<file path="config.mk">
export PLATFORM = sky130hd
export DESIGN_NAME = xtouch_engine
export DESIGN_NICKNAME = d
export VERILOG_FILES = /design/src/hw/xtouch_pkg.sv /design/src/hw/xtouch_main_seq.sv /design/src/hw/xtouch_retry_seq.sv /design/src/hw/xtouch_scorecard.sv /design/src/hw/xtouch_cmd_format.sv /design/src/hw/xtouch_engine.sv
export SDC_FILE = /design/constraint.sdc
export NUM_CORES = 1
export LEC_CHECK = 0
export BUFFER_PORTS_ARGS = -buffer_cell sky130_fd_sc_hd__buf_2
export CAP_MARGIN = 10
export CORE_AREA = 2 2 122 124
export CTS_CLUSTER_DIAMETER = 200
export DETAILED_ROUTE_END_ITERATION = 10
export DIE_AREA = 0 0 124 126
export PLACE_DENSITY = 0.49
export SYNTH_ARGS = -nofsm -noshare
export SYNTH_HDL_FRONTEND = slang
export SYNTH_SLANG_ARGS = --single-unit
export TNS_END_PERCENT = 20
</file>
<file path="constraint.sdc">
create_clock -name clock -period 4.75 [get_ports clock]
set_input_delay 0.2375 -clock clock [delete_from_list [all_inputs] [get_ports clock]]
set_output_delay 0.2375 -clock clock [all_outputs]
set_load 0.01 [all_outputs]
</file>
<file path="src/hw/xtouch_pkg.sv">
// Widths and encodings are fixed by the touch command protocol and are not meant to be changed
`default_nettype none

package xtouch_pkg;

  // ----------------------------------------------------------
  // Protocol widths
  // ----------------------------------------------------------
  localparam int EA_W       = 64;            // Effective address
  localparam int CMD_ADDR_W = 68;            // Command address field

  typedef logic [EA_W-1:0]       ea_t;
  typedef logic [CMD_ADDR_W-1:0] cmd_addr_t;
  typedef logic [7:0]            opcode_t;
  typedef logic [3:0]            flag_t;
  typedef logic [15:0]           afutag_t;   // 2'b00, class, engine, slot
  typedef logic [5:0]            eng_num_t;
  typedef logic [11:0]           actag_t;
  typedef logic [15:0]           bdf_t;      // Bus 8, device 5, function 3

  // ----------------------------------------------------------
  // Encodings
  // ----------------------------------------------------------
  localparam opcode_t OP_XLATE_TOUCH   = 8'h78;
  localparam opcode_t OP_XLATE_TOUCH_N = 8'h79;

  localparam flag_t FLAG_LWT_WRITE = 4'h2;   // Lightweight write, no TA
  localparam flag_t FLAG_HWT_WRITE = 4'h6;   // Heavyweight write, no TA

  localparam logic [2:0] AFUTAG_CLASS = 3'b001;
  localparam logic [4:0] TAG_SOURCE   = 5'd2;
  localparam logic [4:0] TAG_DEST     = 5'd3;

  // One-hot sequencer states
  typedef enum logic [3:0] {
    MAIN_IDLE       = 4'b0001,
    MAIN_WT4GNT_SRC = 4'b0010,
    MAIN_WT4GNT_DST = 4'b0100,
    MAIN_WT4RSP     = 4'b1000
  } main_state_t;

  typedef enum logic [5:0] {
    RETRY_IDLE           = 6'b000001,
    RETRY_WT4BACKOFF_SRC = 6'b000010,
    RETRY_WT4GNT_SRC     = 6'b000100,
    RETRY_WT4BACKOFF_DST = 6'b001000,
    RETRY_WT4GNT_DST     = 6'b010000,
    RETRY_ABORT          = 6'b100000
  } retry_state_t;

endpackage

`default_nettype wire

</file>
<file path="src/hw/xtouch_main_seq.sv">
// Handles one touch sequence at a time; wait mode is latched one cycle late so hold it steady at start
`timescale 1ns/10ps
`default_nettype none

module xtouch_main_seq
  import xtouch_pkg::*;
(
  input  wire  clock,
  input  wire  rst_n,
  input  wire  start,
  input  wire  source_enable,
  input  wire  dest_enable,
  input  wire  wt4rsp_enable,
  input  wire  misc_gnt,
  input  wire  all_rsp_rcvd,
  output logic misc_req,
  output logic source_sent,
  output logic dest_sent,
  output logic done,
  output logic wt4rsp_enable_q,
  output logic idle,
  output logic error
);

  main_state_t state_q;
  main_state_t state_d;

  // ----------------------------------------------------------
  // Transition table
  // ----------------------------------------------------------
  always_comb
  begin
    state_d  = state_q;
    misc_req = 1'b0;
    done     = 1'b0;
    case (state_q)
      MAIN_IDLE:
        if (start)
        begin
          if (source_enable)
          begin
            state_d  = MAIN_WT4GNT_SRC;
            misc_req = 1'b1;
          end
          else if (dest_enable)
          begin
            state_d  = MAIN_WT4GNT_DST;
            misc_req = 1'b1;
          end
          else
            done = 1'b1;                           // Nothing enabled, finish at once
        end
      MAIN_WT4GNT_SRC:
        if (misc_gnt)
        begin
          if (dest_enable)
          begin
            state_d  = MAIN_WT4GNT_DST;              // Source out, ask again for dest
            misc_req = 1'b1;
          end
          else if (wt4rsp_enable_q)
            state_d = MAIN_WT4RSP;
          else
          begin
            state_d = MAIN_IDLE;
            done    = 1'b1;
          end
        end
      MAIN_WT4GNT_DST:
        if (misc_gnt)
        begin
          if (wt4rsp_enable_q)
            state_d = MAIN_WT4RSP;
          else
          begin
            state_d = MAIN_IDLE;
            done    = 1'b1;
          end
        end
      MAIN_WT4RSP:
        if (all_rsp_rcvd)
        begin
          state_d = MAIN_IDLE;                     // Scorecard balanced
          done    = 1'b1;
        end
      default:
        state_d = MAIN_IDLE;
    endcase
  end

  assign source_sent = (state_q == MAIN_WT4GNT_SRC) && misc_gnt;
  assign dest_sent   = (state_q == MAIN_WT4GNT_DST) && misc_gnt;
  assign idle        = (state_q == MAIN_IDLE);
  assign error       = !$onehot(state_q);          // Bad encoding, recover next cycle

  always_ff @(posedge clock)
  begin
    if (!rst_n || error)
      state_q <= MAIN_IDLE;
    else
      state_q <= state_d;
    if (!rst_n)
      wt4rsp_enable_q <= 1'b0;
    else
      wt4rsp_enable_q <= wt4rsp_enable;            // Mode register
  end

  // State must remain one-hot for every cycle out of reset
  a_state_onehot : assert property (@(posedge clock) disable iff (!rst_n) $onehot(state_q))
    else $error("main sequencer state not one-hot");

endmodule

`default_nettype wire

</file>
<file path="src/hw/xtouch_retry_seq.sv">
// One retry in flight; a start on both slots at once serves source and drops dest
`timescale 1ns/10ps
`default_nettype none

module xtouch_retry_seq
  import xtouch_pkg::*;
(
  input  wire  clock,
  input  wire  rst_n,
  input  wire  start_retry_source,
  input  wire  start_retry_dest,
  input  wire  retry_immediate,
  input  wire  retry_backoff,
  input  wire  retry_abort,
  input  wire  backoff_disable,
  input  wire  source_backoff_done,
  input  wire  dest_backoff_done,
  input  wire  retry_gnt,
  output logic retry_req,
  output logic retry_source_sent,
  output logic retry_dest_sent,
  output logic idle,
  output logic error
);

  retry_state_t state_q;
  retry_state_t state_d;
  logic         start_any;
  logic         slot_dst;
  logic         slot_done;
  logic         go_now;
  logic         go_wait;

  assign start_any = start_retry_source || start_retry_dest;
  assign slot_dst  = !start_retry_source;                          // Source has priority
  assign slot_done = slot_dst ? dest_backoff_done : source_backoff_done;
  assign go_now    = retry_immediate || (retry_backoff && backoff_disable);
  assign go_wait   = retry_backoff && !backoff_disable;

  // ----------------------------------------------------------
  // Transition table
  // ----------------------------------------------------------
  always_comb
  begin
    state_d   = state_q;
    retry_req = 1'b0;
    case (state_q)
      RETRY_IDLE:
        if (start_any)
        begin
          if (go_now || (go_wait && slot_done))
          begin
            state_d   = slot_dst ? RETRY_WT4GNT_DST : RETRY_WT4GNT_SRC;
            retry_req = 1'b1;                      // Timer not needed or already expired
          end
          else if (go_wait)
            state_d = slot_dst ? RETRY_WT4BACKOFF_DST : RETRY_WT4BACKOFF_SRC;
          else if (retry_abort)
            state_d = RETRY_ABORT;
        end
      RETRY_WT4BACKOFF_SRC:
        if (source_backoff_done)
        begin
          state_d   = RETRY_WT4GNT_SRC;
          retry_req = 1'b1;
        end
      RETRY_WT4BACKOFF_DST:
        if (dest_backoff_done)
        begin
          state_d   = RETRY_WT4GNT_DST;
          retry_req = 1'b1;
        end
      RETRY_WT4GNT_SRC, RETRY_WT4GNT_DST:
        if (retry_gnt)
          state_d = RETRY_IDLE;                    // Command goes out in the grant cycle
      RETRY_ABORT:
        state_d = RETRY_IDLE;                      // Single cycle, no request
      default:
        state_d = RETRY_IDLE;
    endcase
  end

  assign retry_source_sent = (state_q == RETRY_WT4GNT_SRC) && retry_gnt;
  assign retry_dest_sent   = (state_q == RETRY_WT4GNT_DST) && retry_gnt;
  assign idle              = (state_q == RETRY_IDLE);
  assign error             = !$onehot(state_q);

  always_ff @(posedge clock)
  begin
    if (!rst_n || error)
      state_q <= RETRY_IDLE;
    else
      state_q <= state_d;
  end

  // Response decoder gives at most one retry class per start
  a_one_class : assert property (@(posedge clock) disable iff (!rst_n)
    (idle && start_any) |-> $onehot0({retry_immediate, retry_backoff, retry_abort}))
    else $error("more than one retry class at start");

endmodule

`default_nettype wire

</file>
<file path="src/hw/xtouch_scorecard.sv">
// Counts main-path touches only; retried commands and their responses are outside this record
`timescale 1ns/10ps
`default_nettype none

module xtouch_scorecard
(
  input  wire  clock,
  input  wire  rst_n,
  input  wire  wt4rsp_enable_q,
  input  wire  source_sent,
  input  wire  dest_sent,
  input  wire  source_rsp,
  input  wire  dest_rsp,
  input  wire  clear,
  output logic all_rsp_rcvd
);

  logic [1:0] sent_q;                // Bit 1 dest, bit 0 source
  logic [1:0] rcvd_q;

  // ----------------------------------------------------------
  // Sent and received masks
  // ----------------------------------------------------------
  always_ff @(posedge clock)
  begin
    if (!rst_n || clear)
    begin
      sent_q <= 2'b00;
      rcvd_q <= 2'b00;
    end
    else if (wt4rsp_enable_q)        // Only tracked in wait mode
    begin
      sent_q <= sent_q | {dest_sent, source_sent};
      rcvd_q <= rcvd_q | {dest_rsp, source_rsp};
    end
  end

  // Registered view, so balance shows one cycle after the last response
  assign all_rsp_rcvd = (sent_q == rcvd_q);

  // A response must follow a command that the main sequencer really issued
  a_rsp_after_send : assert property (@(posedge clock) disable iff (!rst_n)
    wt4rsp_enable_q |-> (({dest_rsp, source_rsp} & ~sent_q) == 2'b00))
    else $error("response for a slot that was never sent");

endmodule

`default_nettype wire

</file>
<file path="src/hw/xtouch_cmd_format.sv">
// Purely combinational; expects at most one send pulse per cycle since the arbiter grants one path
`timescale 1ns/10ps
`default_nettype none

module xtouch_cmd_format
  import xtouch_pkg::*;
(
  input  wire           source_sent,
  input  wire           dest_sent,
  input  wire           retry_source_sent,
  input  wire           retry_dest_sent,
  input  wire           touch_n,
  input  wire           hwt,
  input  wire           retry_hwt,
  input  wire ea_t      source_ea,
  input  wire ea_t      dest_ea,
  input  wire eng_num_t eng_num,
  input  wire actag_t   actag,
  input  wire bdf_t     bdf,
  output logic          cmd_valid,
  output opcode_t       cmd_opcode,
  output actag_t        cmd_actag,
  output cmd_addr_t     cmd_addr,
  output afutag_t       cmd_afutag,
  output flag_t         cmd_flag,
  output bdf_t          cmd_bdf
);

  logic main_any;
  logic retry_any;
  logic src_slot;
  ea_t  sel_ea;

  assign main_any  = source_sent || dest_sent;
  assign retry_any = retry_source_sent || retry_dest_sent;
  assign src_slot  = source_sent || retry_source_sent;
  assign sel_ea    = src_slot ? source_ea : dest_ea;

  // ----------------------------------------------------------
  // Command fields, zero outside a send cycle
  // ----------------------------------------------------------
  always_comb
  begin
    cmd_valid  = main_any || retry_any;
    cmd_opcode = '0;
    cmd_actag  = '0;
    cmd_addr   = '0;
    cmd_afutag = '0;
    cmd_flag   = '0;
    cmd_bdf    = '0;
    if (cmd_valid)
    begin
      cmd_opcode = touch_n ? OP_XLATE_TOUCH_N : OP_XLATE_TOUCH;
      cmd_actag  = actag;
      cmd_addr   = {{(CMD_ADDR_W-EA_W){1'b0}}, sel_ea};      // EA zero-extended
      cmd_afutag = {2'b00, AFUTAG_CLASS, eng_num, src_slot ? TAG_SOURCE : TAG_DEST};
      if (main_any)
        cmd_flag = hwt ? FLAG_HWT_WRITE : FLAG_LWT_WRITE;    // First issue
      else
        cmd_flag = retry_hwt ? FLAG_HWT_WRITE : FLAG_LWT_WRITE;
      cmd_bdf    = bdf;
    end
  end

  // Main and retry grants never overlap
  always_comb
  begin
    a_one_send : assert #0 ($countones({source_sent, dest_sent,
                                        retry_source_sent, retry_dest_sent}) <= 1)
      else $error("more than one send pulse in a cycle");
  end

endmodule

`default_nettype wire

</file>
<file path="src/hw/xtouch_engine.sv">
// Main and retry paths share one command bus; the arbiter must never grant both in one cycle
`timescale 1ns/10ps
`default_nettype none

module xtouch_engine
  import xtouch_pkg::*;
(
  input  wire           clock,
  input  wire           rst_n,
  // Modes
  input  wire           source_enable,
  input  wire           dest_enable,
  input  wire           wt4rsp_enable,
  input  wire           touch_n,
  input  wire           hwt,
  input  wire           backoff_disable,
  // Main sequencer
  input  wire           start,
  input  wire           misc_gnt,
  input  wire           source_rsp,
  input  wire           dest_rsp,
  // Retry sequencer
  input  wire           start_retry_source,
  input  wire           start_retry_dest,
  input  wire           retry_immediate,
  input  wire           retry_backoff,
  input  wire           retry_abort,
  input  wire           retry_hwt,
  input  wire           source_backoff_done,
  input  wire           dest_backoff_done,
  input  wire           retry_gnt,
  // Addresses and identity
  input  wire ea_t      source_ea,
  input  wire ea_t      dest_ea,
  input  wire eng_num_t eng_num,
  input  wire actag_t   actag,
  input  wire bdf_t     bdf,
  // Status
  output wire           misc_req,
  output wire           retry_req,
  output wire           done,
  output wire           main_idle,
  output wire           retry_idle,
  output wire           main_error,
  output wire           retry_error,
  // Command bus
  output wire           cmd_valid,
  output wire opcode_t  cmd_opcode,
  output wire actag_t   cmd_actag,
  output wire cmd_addr_t cmd_addr,
  output wire afutag_t  cmd_afutag,
  output wire flag_t    cmd_flag,
  output wire bdf_t     cmd_bdf
);

  wire source_sent;          // Main path send pulses
  wire dest_sent;
  wire retry_source_sent;
  wire retry_dest_sent;
  wire wt4rsp_enable_q;
  wire all_rsp_rcvd;

  xtouch_main_seq main_seq_i (
    .clock(clock), .rst_n(rst_n), .start(start),
    .source_enable(source_enable), .dest_enable(dest_enable),
    .wt4rsp_enable(wt4rsp_enable), .misc_gnt(misc_gnt), .all_rsp_rcvd(all_rsp_rcvd),
    .misc_req(misc_req), .source_sent(source_sent), .dest_sent(dest_sent),
    .done(done), .wt4rsp_enable_q(wt4rsp_enable_q), .idle(main_idle), .error(main_error)
  );

  xtouch_retry_seq retry_seq_i (
    .clock(clock), .rst_n(rst_n),
    .start_retry_source(start_retry_source), .start_retry_dest(start_retry_dest),
    .retry_immediate(retry_immediate), .retry_backoff(retry_backoff),
    .retry_abort(retry_abort), .backoff_disable(backoff_disable),
    .source_backoff_done(source_backoff_done), .dest_backoff_done(dest_backoff_done),
    .retry_gnt(retry_gnt), .retry_req(retry_req),
    .retry_source_sent(retry_source_sent), .retry_dest_sent(retry_dest_sent),
    .idle(retry_idle), .error(retry_error)
  );

  // Cleared by done so each sequence starts balanced
  xtouch_scorecard scorecard_i (
    .clock(clock), .rst_n(rst_n), .wt4rsp_enable_q(wt4rsp_enable_q),
    .source_sent(source_sent), .dest_sent(dest_sent),
    .source_rsp(source_rsp), .dest_rsp(dest_rsp), .clear(done),
    .all_rsp_rcvd(all_rsp_rcvd)
  );

  xtouch_cmd_format cmd_format_i (
    .source_sent(source_sent), .dest_sent(dest_sent),
    .retry_source_sent(retry_source_sent), .retry_dest_sent(retry_dest_sent),
    .touch_n(touch_n), .hwt(hwt), .retry_hwt(retry_hwt),
    .source_ea(source_ea), .dest_ea(dest_ea), .eng_num(eng_num),
    .actag(actag), .bdf(bdf), .cmd_valid(cmd_valid), .cmd_opcode(cmd_opcode),
    .cmd_actag(cmd_actag), .cmd_addr(cmd_addr), .cmd_afutag(cmd_afutag),
    .cmd_flag(cmd_flag), .cmd_bdf(cmd_bdf)
  );

endmodule

`default_nettype wire

</file>
==> results.md, run 1 <==
- Register area share after synthesis: 11.0%
- Final period util: between 60% and 70%
- Slew Limit Fails: 0
- Port Buf Inserts: 298
- Clock sink count: 15
- DR DRC count: 0
- Fmax: 335 MHz
- Initial antenna violation count: 1
- Slew @ Worst Pin: 1.06 ns
- FF+latch area: 300 sq um
- Fin Setup TNS: 0 ns
- Post-DRT Antenna Nets: 0
- Crit-path cells: inv_1, ha_1, a22oi_2, nor2_1, nor2_4, buf_4, a21oi_1, buf_2
- Post-Syn Instances: 443
- Worst Hold End: main_seq_i.wt4rsp_enable_q$_SDFF_PN0_
- Worst-path clk slew: 0.05 ns
- Status: complete, no violations
- Chip Width: 124 um
- Worst r2r dst: retry_seq_i.state_q[2]$_SDFFE_PP0P_
- First-pass GRT wire length: 19.6 mm
- Clock latency on the worst-skew pair: 0.25 ns
- Gr usage total: around 16%
- HPWL after DPL: 11.3 mm
- Fin Hold WS: around 0.20 ns
- Vias per cell: 4.23
- Delay of the slowest critical-path stage: 0.77 ns
- Num CTS Buffers: 3
- CP arrival: 2.75 ns
- Fraction of layout cells with a size suffix above 1: between 40% and 50%
- Setup Crit Path Kind: reg -> out
- Placed Area: 4220 sq um
- Final Net Count: 922
- Hold Path Stages: 2
- Commonest cells after routing, fill and taps aside: 298 x buf_2, 138 x nand2_1, 77 x a21oi_1
- Final Instance Area: 4300 sq um
- WP buf/inv: 3
- FFs w/ async S/R, synth: 0%
- Fin. Hold Viols: 0
- Worst EP required: 4.51 ns
- Post-CTS Setup Bufs: 0
- Clock tree buffer depth: 2
- Wire length per cell: 15.2 um
- Worst r2r src: retry_seq_i.state_q[4]$_SDFFE_PP0P_
- Yosys cell types: 47
- Cell depth of the worst flop-to-flop path: 9
- CTS Hold Bufs: 0
- Worst path slowest cell: buf_4
- Peak VDD IR: about 0.18 mV
- Io pins: 315
- CTS tree: built
- H-tree levels: 1
- Die area: 15600 sq um
- Syn Std Cell Area: 2730 sq um
- Setup-failing EPs final: 0
- Rows: 44
- RSZ-0062 raised after global routing: false
- Type of origin of the critical path: flip-flop
- Layout area overhead: 57.6%
- Commonest non-fill, non-tap cell in the layout: buf_2
- Vias: 3802
- Number of max-cap violations: 0
- Iteration count of the initial detailed-routing pass: 5
- Grt total ovfl: 0
- Crit Path Max Fanout: between 100 and 150
- Die Ht: around 130 um
- Syn Area/Cell: 6.17 sq um
- Final wirelength: 13.6 mm
- FF+latch count, synth: 15
- Pin count of the biggest net entering global routing: around 100
- LEAKAGE: 2.50 nW
- Max_slew headroom: 29.6%
- Cell Pwr Density: between 200 and 250 nW/um^2
- Crit path time final: 2.99 ns
- FILL cells: 1646
- Root Buffer: clkbuf_16
- Post_cts resized: 0
- Initial DRC count: 180
- Crit path capture type: output port
- Gpl congestion: roughly 0.8
- Multi-input logic area: 2100 sq um
- Synth Warn #: 0
- Worst Hold Class: in -> reg
- EDFF count, synth: 0
- Vias in the first global route: 3573
- R2r setup slk: 2.43 ns
- Clk_skew: between 0.001 and 0.0015 ns
- Core area: 14300 sq um
- CP delay by family, top: buffers and inverters
- Hold Path Origin: wt4rsp_enable
- Most used flip-flop cell after synthesis: dfxtp_1
- Starting Density: around a fifth
[cell type report]
type                            count  share of cell area, %
Timing Repair Buffer              301                   35.2
Tap cell                          184                   5.35
Clock buffer                        4                   1.83
Inverter                           22                   1.92
Antenna cell                        1                 0.0581
Sequential cell                    15                   6.98
Multi-Input combinational cell    372                   48.7
[kinds of logic (layout without fill, tap and decap cells)]
group | Yosys count | count (layout) | share of synthesized area, %
flops | 15 | 15 | 11.0
compound gates | 112 | 112 | 24.8
other cells | 1 | 17 | 0.137
mux | 1 | 1 | 0.550
xor+xnor | 3 | 3 | 0.962
simple gates | 216 | 216 | 36.0
fa+ha+maj | 24 | 24 | 11.8
buf+inv | 71 | 327 | 14.8
[sequential cells by signal, summed over array words and instances, names as in the netlist]
name and cells:
main_seq_i.state_q 4, scorecard_i.rcvd_q 2, retry_seq_i.state_q 6, scorecard_i.sent_q 2, main_seq_i.wt4rsp_enable_q 1
[worst max-delay path by stage]
stage,from,endpoint,slack [ns],depth (start not counted)
after floorplan,retry_seq_i.state_q[4]$_SDFFE_PP0P_,retry_seq_i.state_q[0]$_SDFFE_PP1P_,2.66,9
after global placement,retry_seq_i.state_q[4]$_SDFFE_PP0P_,cmd_addr[48],1.94,8
after detailed placement,main_seq_i.state_q[2]$_SDFFE_PP0P_,cmd_addr[48],1.92,8
after CTS,retry_seq_i.state_q[4]$_SDFFE_PP0P_,cmd_addr[48],1.65,8
after global routing,retry_seq_i.state_q[2]$_SDFFE_PP0P_,cmd_addr[61],1.49,8
final,retry_seq_i.state_q[2]$_SDFFE_PP0P_,cmd_addr[48],1.76,8
[report_power, final]
part | leakage (nW) | total, mW | internal [mW] | switching (mW)
registers | 0.122 | 0.164 | 0.147 | 0.0178
clock network | 0.0382 | 0.168 | 0.114 | 0.0536
logic | 2.34 | 0.718 | 0.287 | 0.431
total | 2.50 | 1.05 | 0.547 | 0.503
[stage by stage]
step	instances	util [%]	worst slack, ns	power (mW)
4_1_cts	898	30.1	1.65	1.07
5_1_grt	899	30.1	1.49	1.16
6_report	899	30.1	1.76	1.05
2_1_floorplan	458	-	2.66	0.638
3_3_place_gp	894	29.5	1.94	0.898
3_5_place_dp	894	29.5	1.92	0.891
[per-layer routing]
layer / GRT usage (%) / share of wire (%) / wire length, um / vias to the layer above
met5: 0 / 0 / 0 / -
met4: 2.71 / 1.1 / 152 / 0
met3: 1.31 / 5.2 / 711 / 10
met2: 31.1 / 55 / 7440 / 127
met1: 18.9 / 39 / 5330 / 1692
li1: - / - / - / 1973
[synth_stat cells, types with 4 or more instances]
cell     number  area (sq um)
and2_1        5          31.3
buf_2        19          95.1
inv_1        20          75.1
nand3_1       5          25.0
a31oi_1       4          25.0
a21oi_1      77           385
nor2_1       11          41.3
buf_4        28           210
o21ai_0      10          50.1
nand4_1       7          43.8
ha_1         21           263
nand2_1     139           522
dfxtp_1      15           300
nor2b_1      36           225
(Power assumes the default switching activity.)
==> inputs of run 2 (changes only) <==
Clock period 4.75 ns to 2.93 ns, I/O delays scaled along.
==> results.md, run 2 (synthesis gave the netlist of run 1 again) <==
- Total power: 1.71 mW (+63%)
- Commonest non-fill, non-tap cell in the layout: buf_2
- Clock sink count: 15 (unchanged)
- Crit Path Max Fanout: 101 (unchanged)
- Layout area overhead: 59.0%
- Final period util: a little over four fifths
- Fin Setup TNS: 0 ns (unchanged)
- Initial antenna violation count: 2 (+1)
- Clock tree buffer depth: 2 (unchanged)
- Chip Width: 124 um (unchanged)
- Final Net Count: 922 (unchanged)
- Io pins: 315 (unchanged)
- HPWL after DPL: 11.0 mm (-2.3%)
- Core area: 14300 sq um (unchanged)
- Wire length per cell: 14.9 um (-1.7%)
- Post_cts resized: 0 (unchanged)
- Worst-path clk slew: 0.05 ns (about the same)
- Crit path capture type: output port
- CTS tree: built
- Setup-failing EPs final: 0 (unchanged)
- Slew Limit Fails: 0 (unchanged)
- Grt total ovfl: 0 (unchanged)
- LEAKAGE: 2.52 nW (+0.62%)
- Peak VDD IR: 0.323 mV (+77%)
- RSZ-0062 raised after global routing: false
- First-pass GRT wire length: 18.8 mm (-3.8%)
- Fmax: 404 MHz
- Clk_skew: 0.00394 ns (+0.00289 ns)
- Fraction of layout cells with a size suffix above 1: 44.5% (unchanged)
- FF+latch area: 300 sq um (unchanged)
- Clock latency on the worst-skew pair: 0.25 ns (about the same)
- Top Registers: retry_seq_i.state_q: 6 flops, main_seq_i.state_q: 4 flops
- Post-DRT Antenna Nets: 0 (unchanged)
- Largest Register: retry_seq_i.state_q
- Pin count of the biggest net entering global routing: 102 (unchanged)
- Rows: 44 (unchanged)
- Max FFs per register: 6 (unchanged)
- DR DRC count: 0 (unchanged)
- Root Buffer: clkbuf_16
- Crit path time final: approximately 2.5 ns
- Worst r2r src: retry_seq_i.state_q[4]$_SDFFE_PP0P_
- Vias: 3909 (+2.8%)
- Starting Density: 19.1% (unchanged)
- Type of origin of the critical path: flip-flop
- Fin. Hold Viols: 0 (unchanged)
- Number of max-cap violations: 0 (unchanged)
- Hold Path Origin: wt4rsp_enable
- Worst Hold Class: in -> reg
- Post-CTS Setup Bufs: 0 (unchanged)
- Initial DRC count: 135 (-25%)
- CP startpoint: retry_seq_i.state_q[2]$_SDFFE_PP0P_
- Die Ht: 126 um (unchanged)
- Multi-input logic area: 2100 sq um (unchanged)
- Num CTS Buffers: 3 (unchanged)
- Port Buf Inserts: 298 (unchanged)
- Final wirelength: 13.4 mm (-1.6%)
- Cell Pwr Density: 393 nW/um^2 (+61%)
- CTS Hold Bufs: 0 (unchanged)
- Die area: 15600 sq um (unchanged)
- Vias per cell: 4.34 (+2.7%)
- FILL cells: 1664 (+1.1%)
- Commonest cells after routing, fill and taps aside: 298 x buf_2, 138 x nand2_1, 77 x a21oi_1
- Status: complete, no violations
- Gr usage total: 15.5% (-0.53 points)
- Setup Crit Path Kind: reg -> out
- Worst EP required: 2.78 ns (-1.73 ns)
- CP arrival: 2.33 ns (-0.42 ns)
- H-tree levels: 1 (unchanged)
- Iteration count of the initial detailed-routing pass: 5 (unchanged)
- Gpl congestion: 0.810 (+1.1%)
- Vias in the first global route: 3545 (-0.78%)
==> run 2: cell count changes in the layout (fill, tap and decap cells not counted), sizes merged <==
cell,previous run,this run
diode,1,2
==> run 2: layout make-up <==
type / count / area share [%]
tap: 184 / 5.30
clock buffer: 4 / 1.81
antenna: 2 / 0.115
timing repair buffer: 301 / 35.7
inverter: 22 / 1.90
sequential: 15 / 6.91
multi-input combinational: 372 / 48.2
==> run 2: worst max-delay path: stages (launching register included) <==
cell and delay (ns):
dfxtp_1 0.38, inv_1 0.08, ha_1 0.27, a22oi_2 0.29
nor2_1 0.15, nor2_4 0.14, buf_12 0.32, a21oi_1 0.15
buf_2 0.18
==> run 2: stage by stage <==
stage                     cell area (sq um)  util, %  hold WS, ns  worst slack (ns)  cells
after global placement                 4260     29.8        0.357             0.671    894
after CTS                              4340     30.3       0.0995             0.479    898
after floorplan                        2790        -        0.268             0.837    458
after detailed placement               4260     29.8        0.356             0.654    894
final                                  4340     30.3        0.103             0.454    900
after global routing                   4340     30.3        0.110             0.310    900
==> run 2: final timing paths <==
check,to,slack (ns),cells after the start
hold reg to reg,scorecard_i.sent_q[1]$_SDFFE_PP0P_,0.50,2
setup reg to reg,retry_seq_i.state_q[0]$_SDFFE_PP1P_,0.67,9
hold / removal,main_seq_i.wt4rsp_enable_q$_SDFF_PN0_,0.10,2
setup / recovery,cmd_addr[2],0.45,8
==> run 2: metal layers <==
layer | share of wire, % | track usage (%) | vias to the layer above | wire length, um
li1 | - | - | 1974 | -
met1 | 37 | 17.0 | 1790 | 5010
met2 | 55 | 30.8 | 133 | 7350
met3 | 6.4 | 1.72 | 12 | 860
met4 | 1.4 | 3.57 | 0 | 191
met5 | 0 | 0 | - | 0
==> run 2: where the power goes <==
group / switching [mW] / internal [mW]
Clock: 0.0918 / 0.185
Combinational: 0.694 / 0.472
Sequential: 0.0289 / 0.237
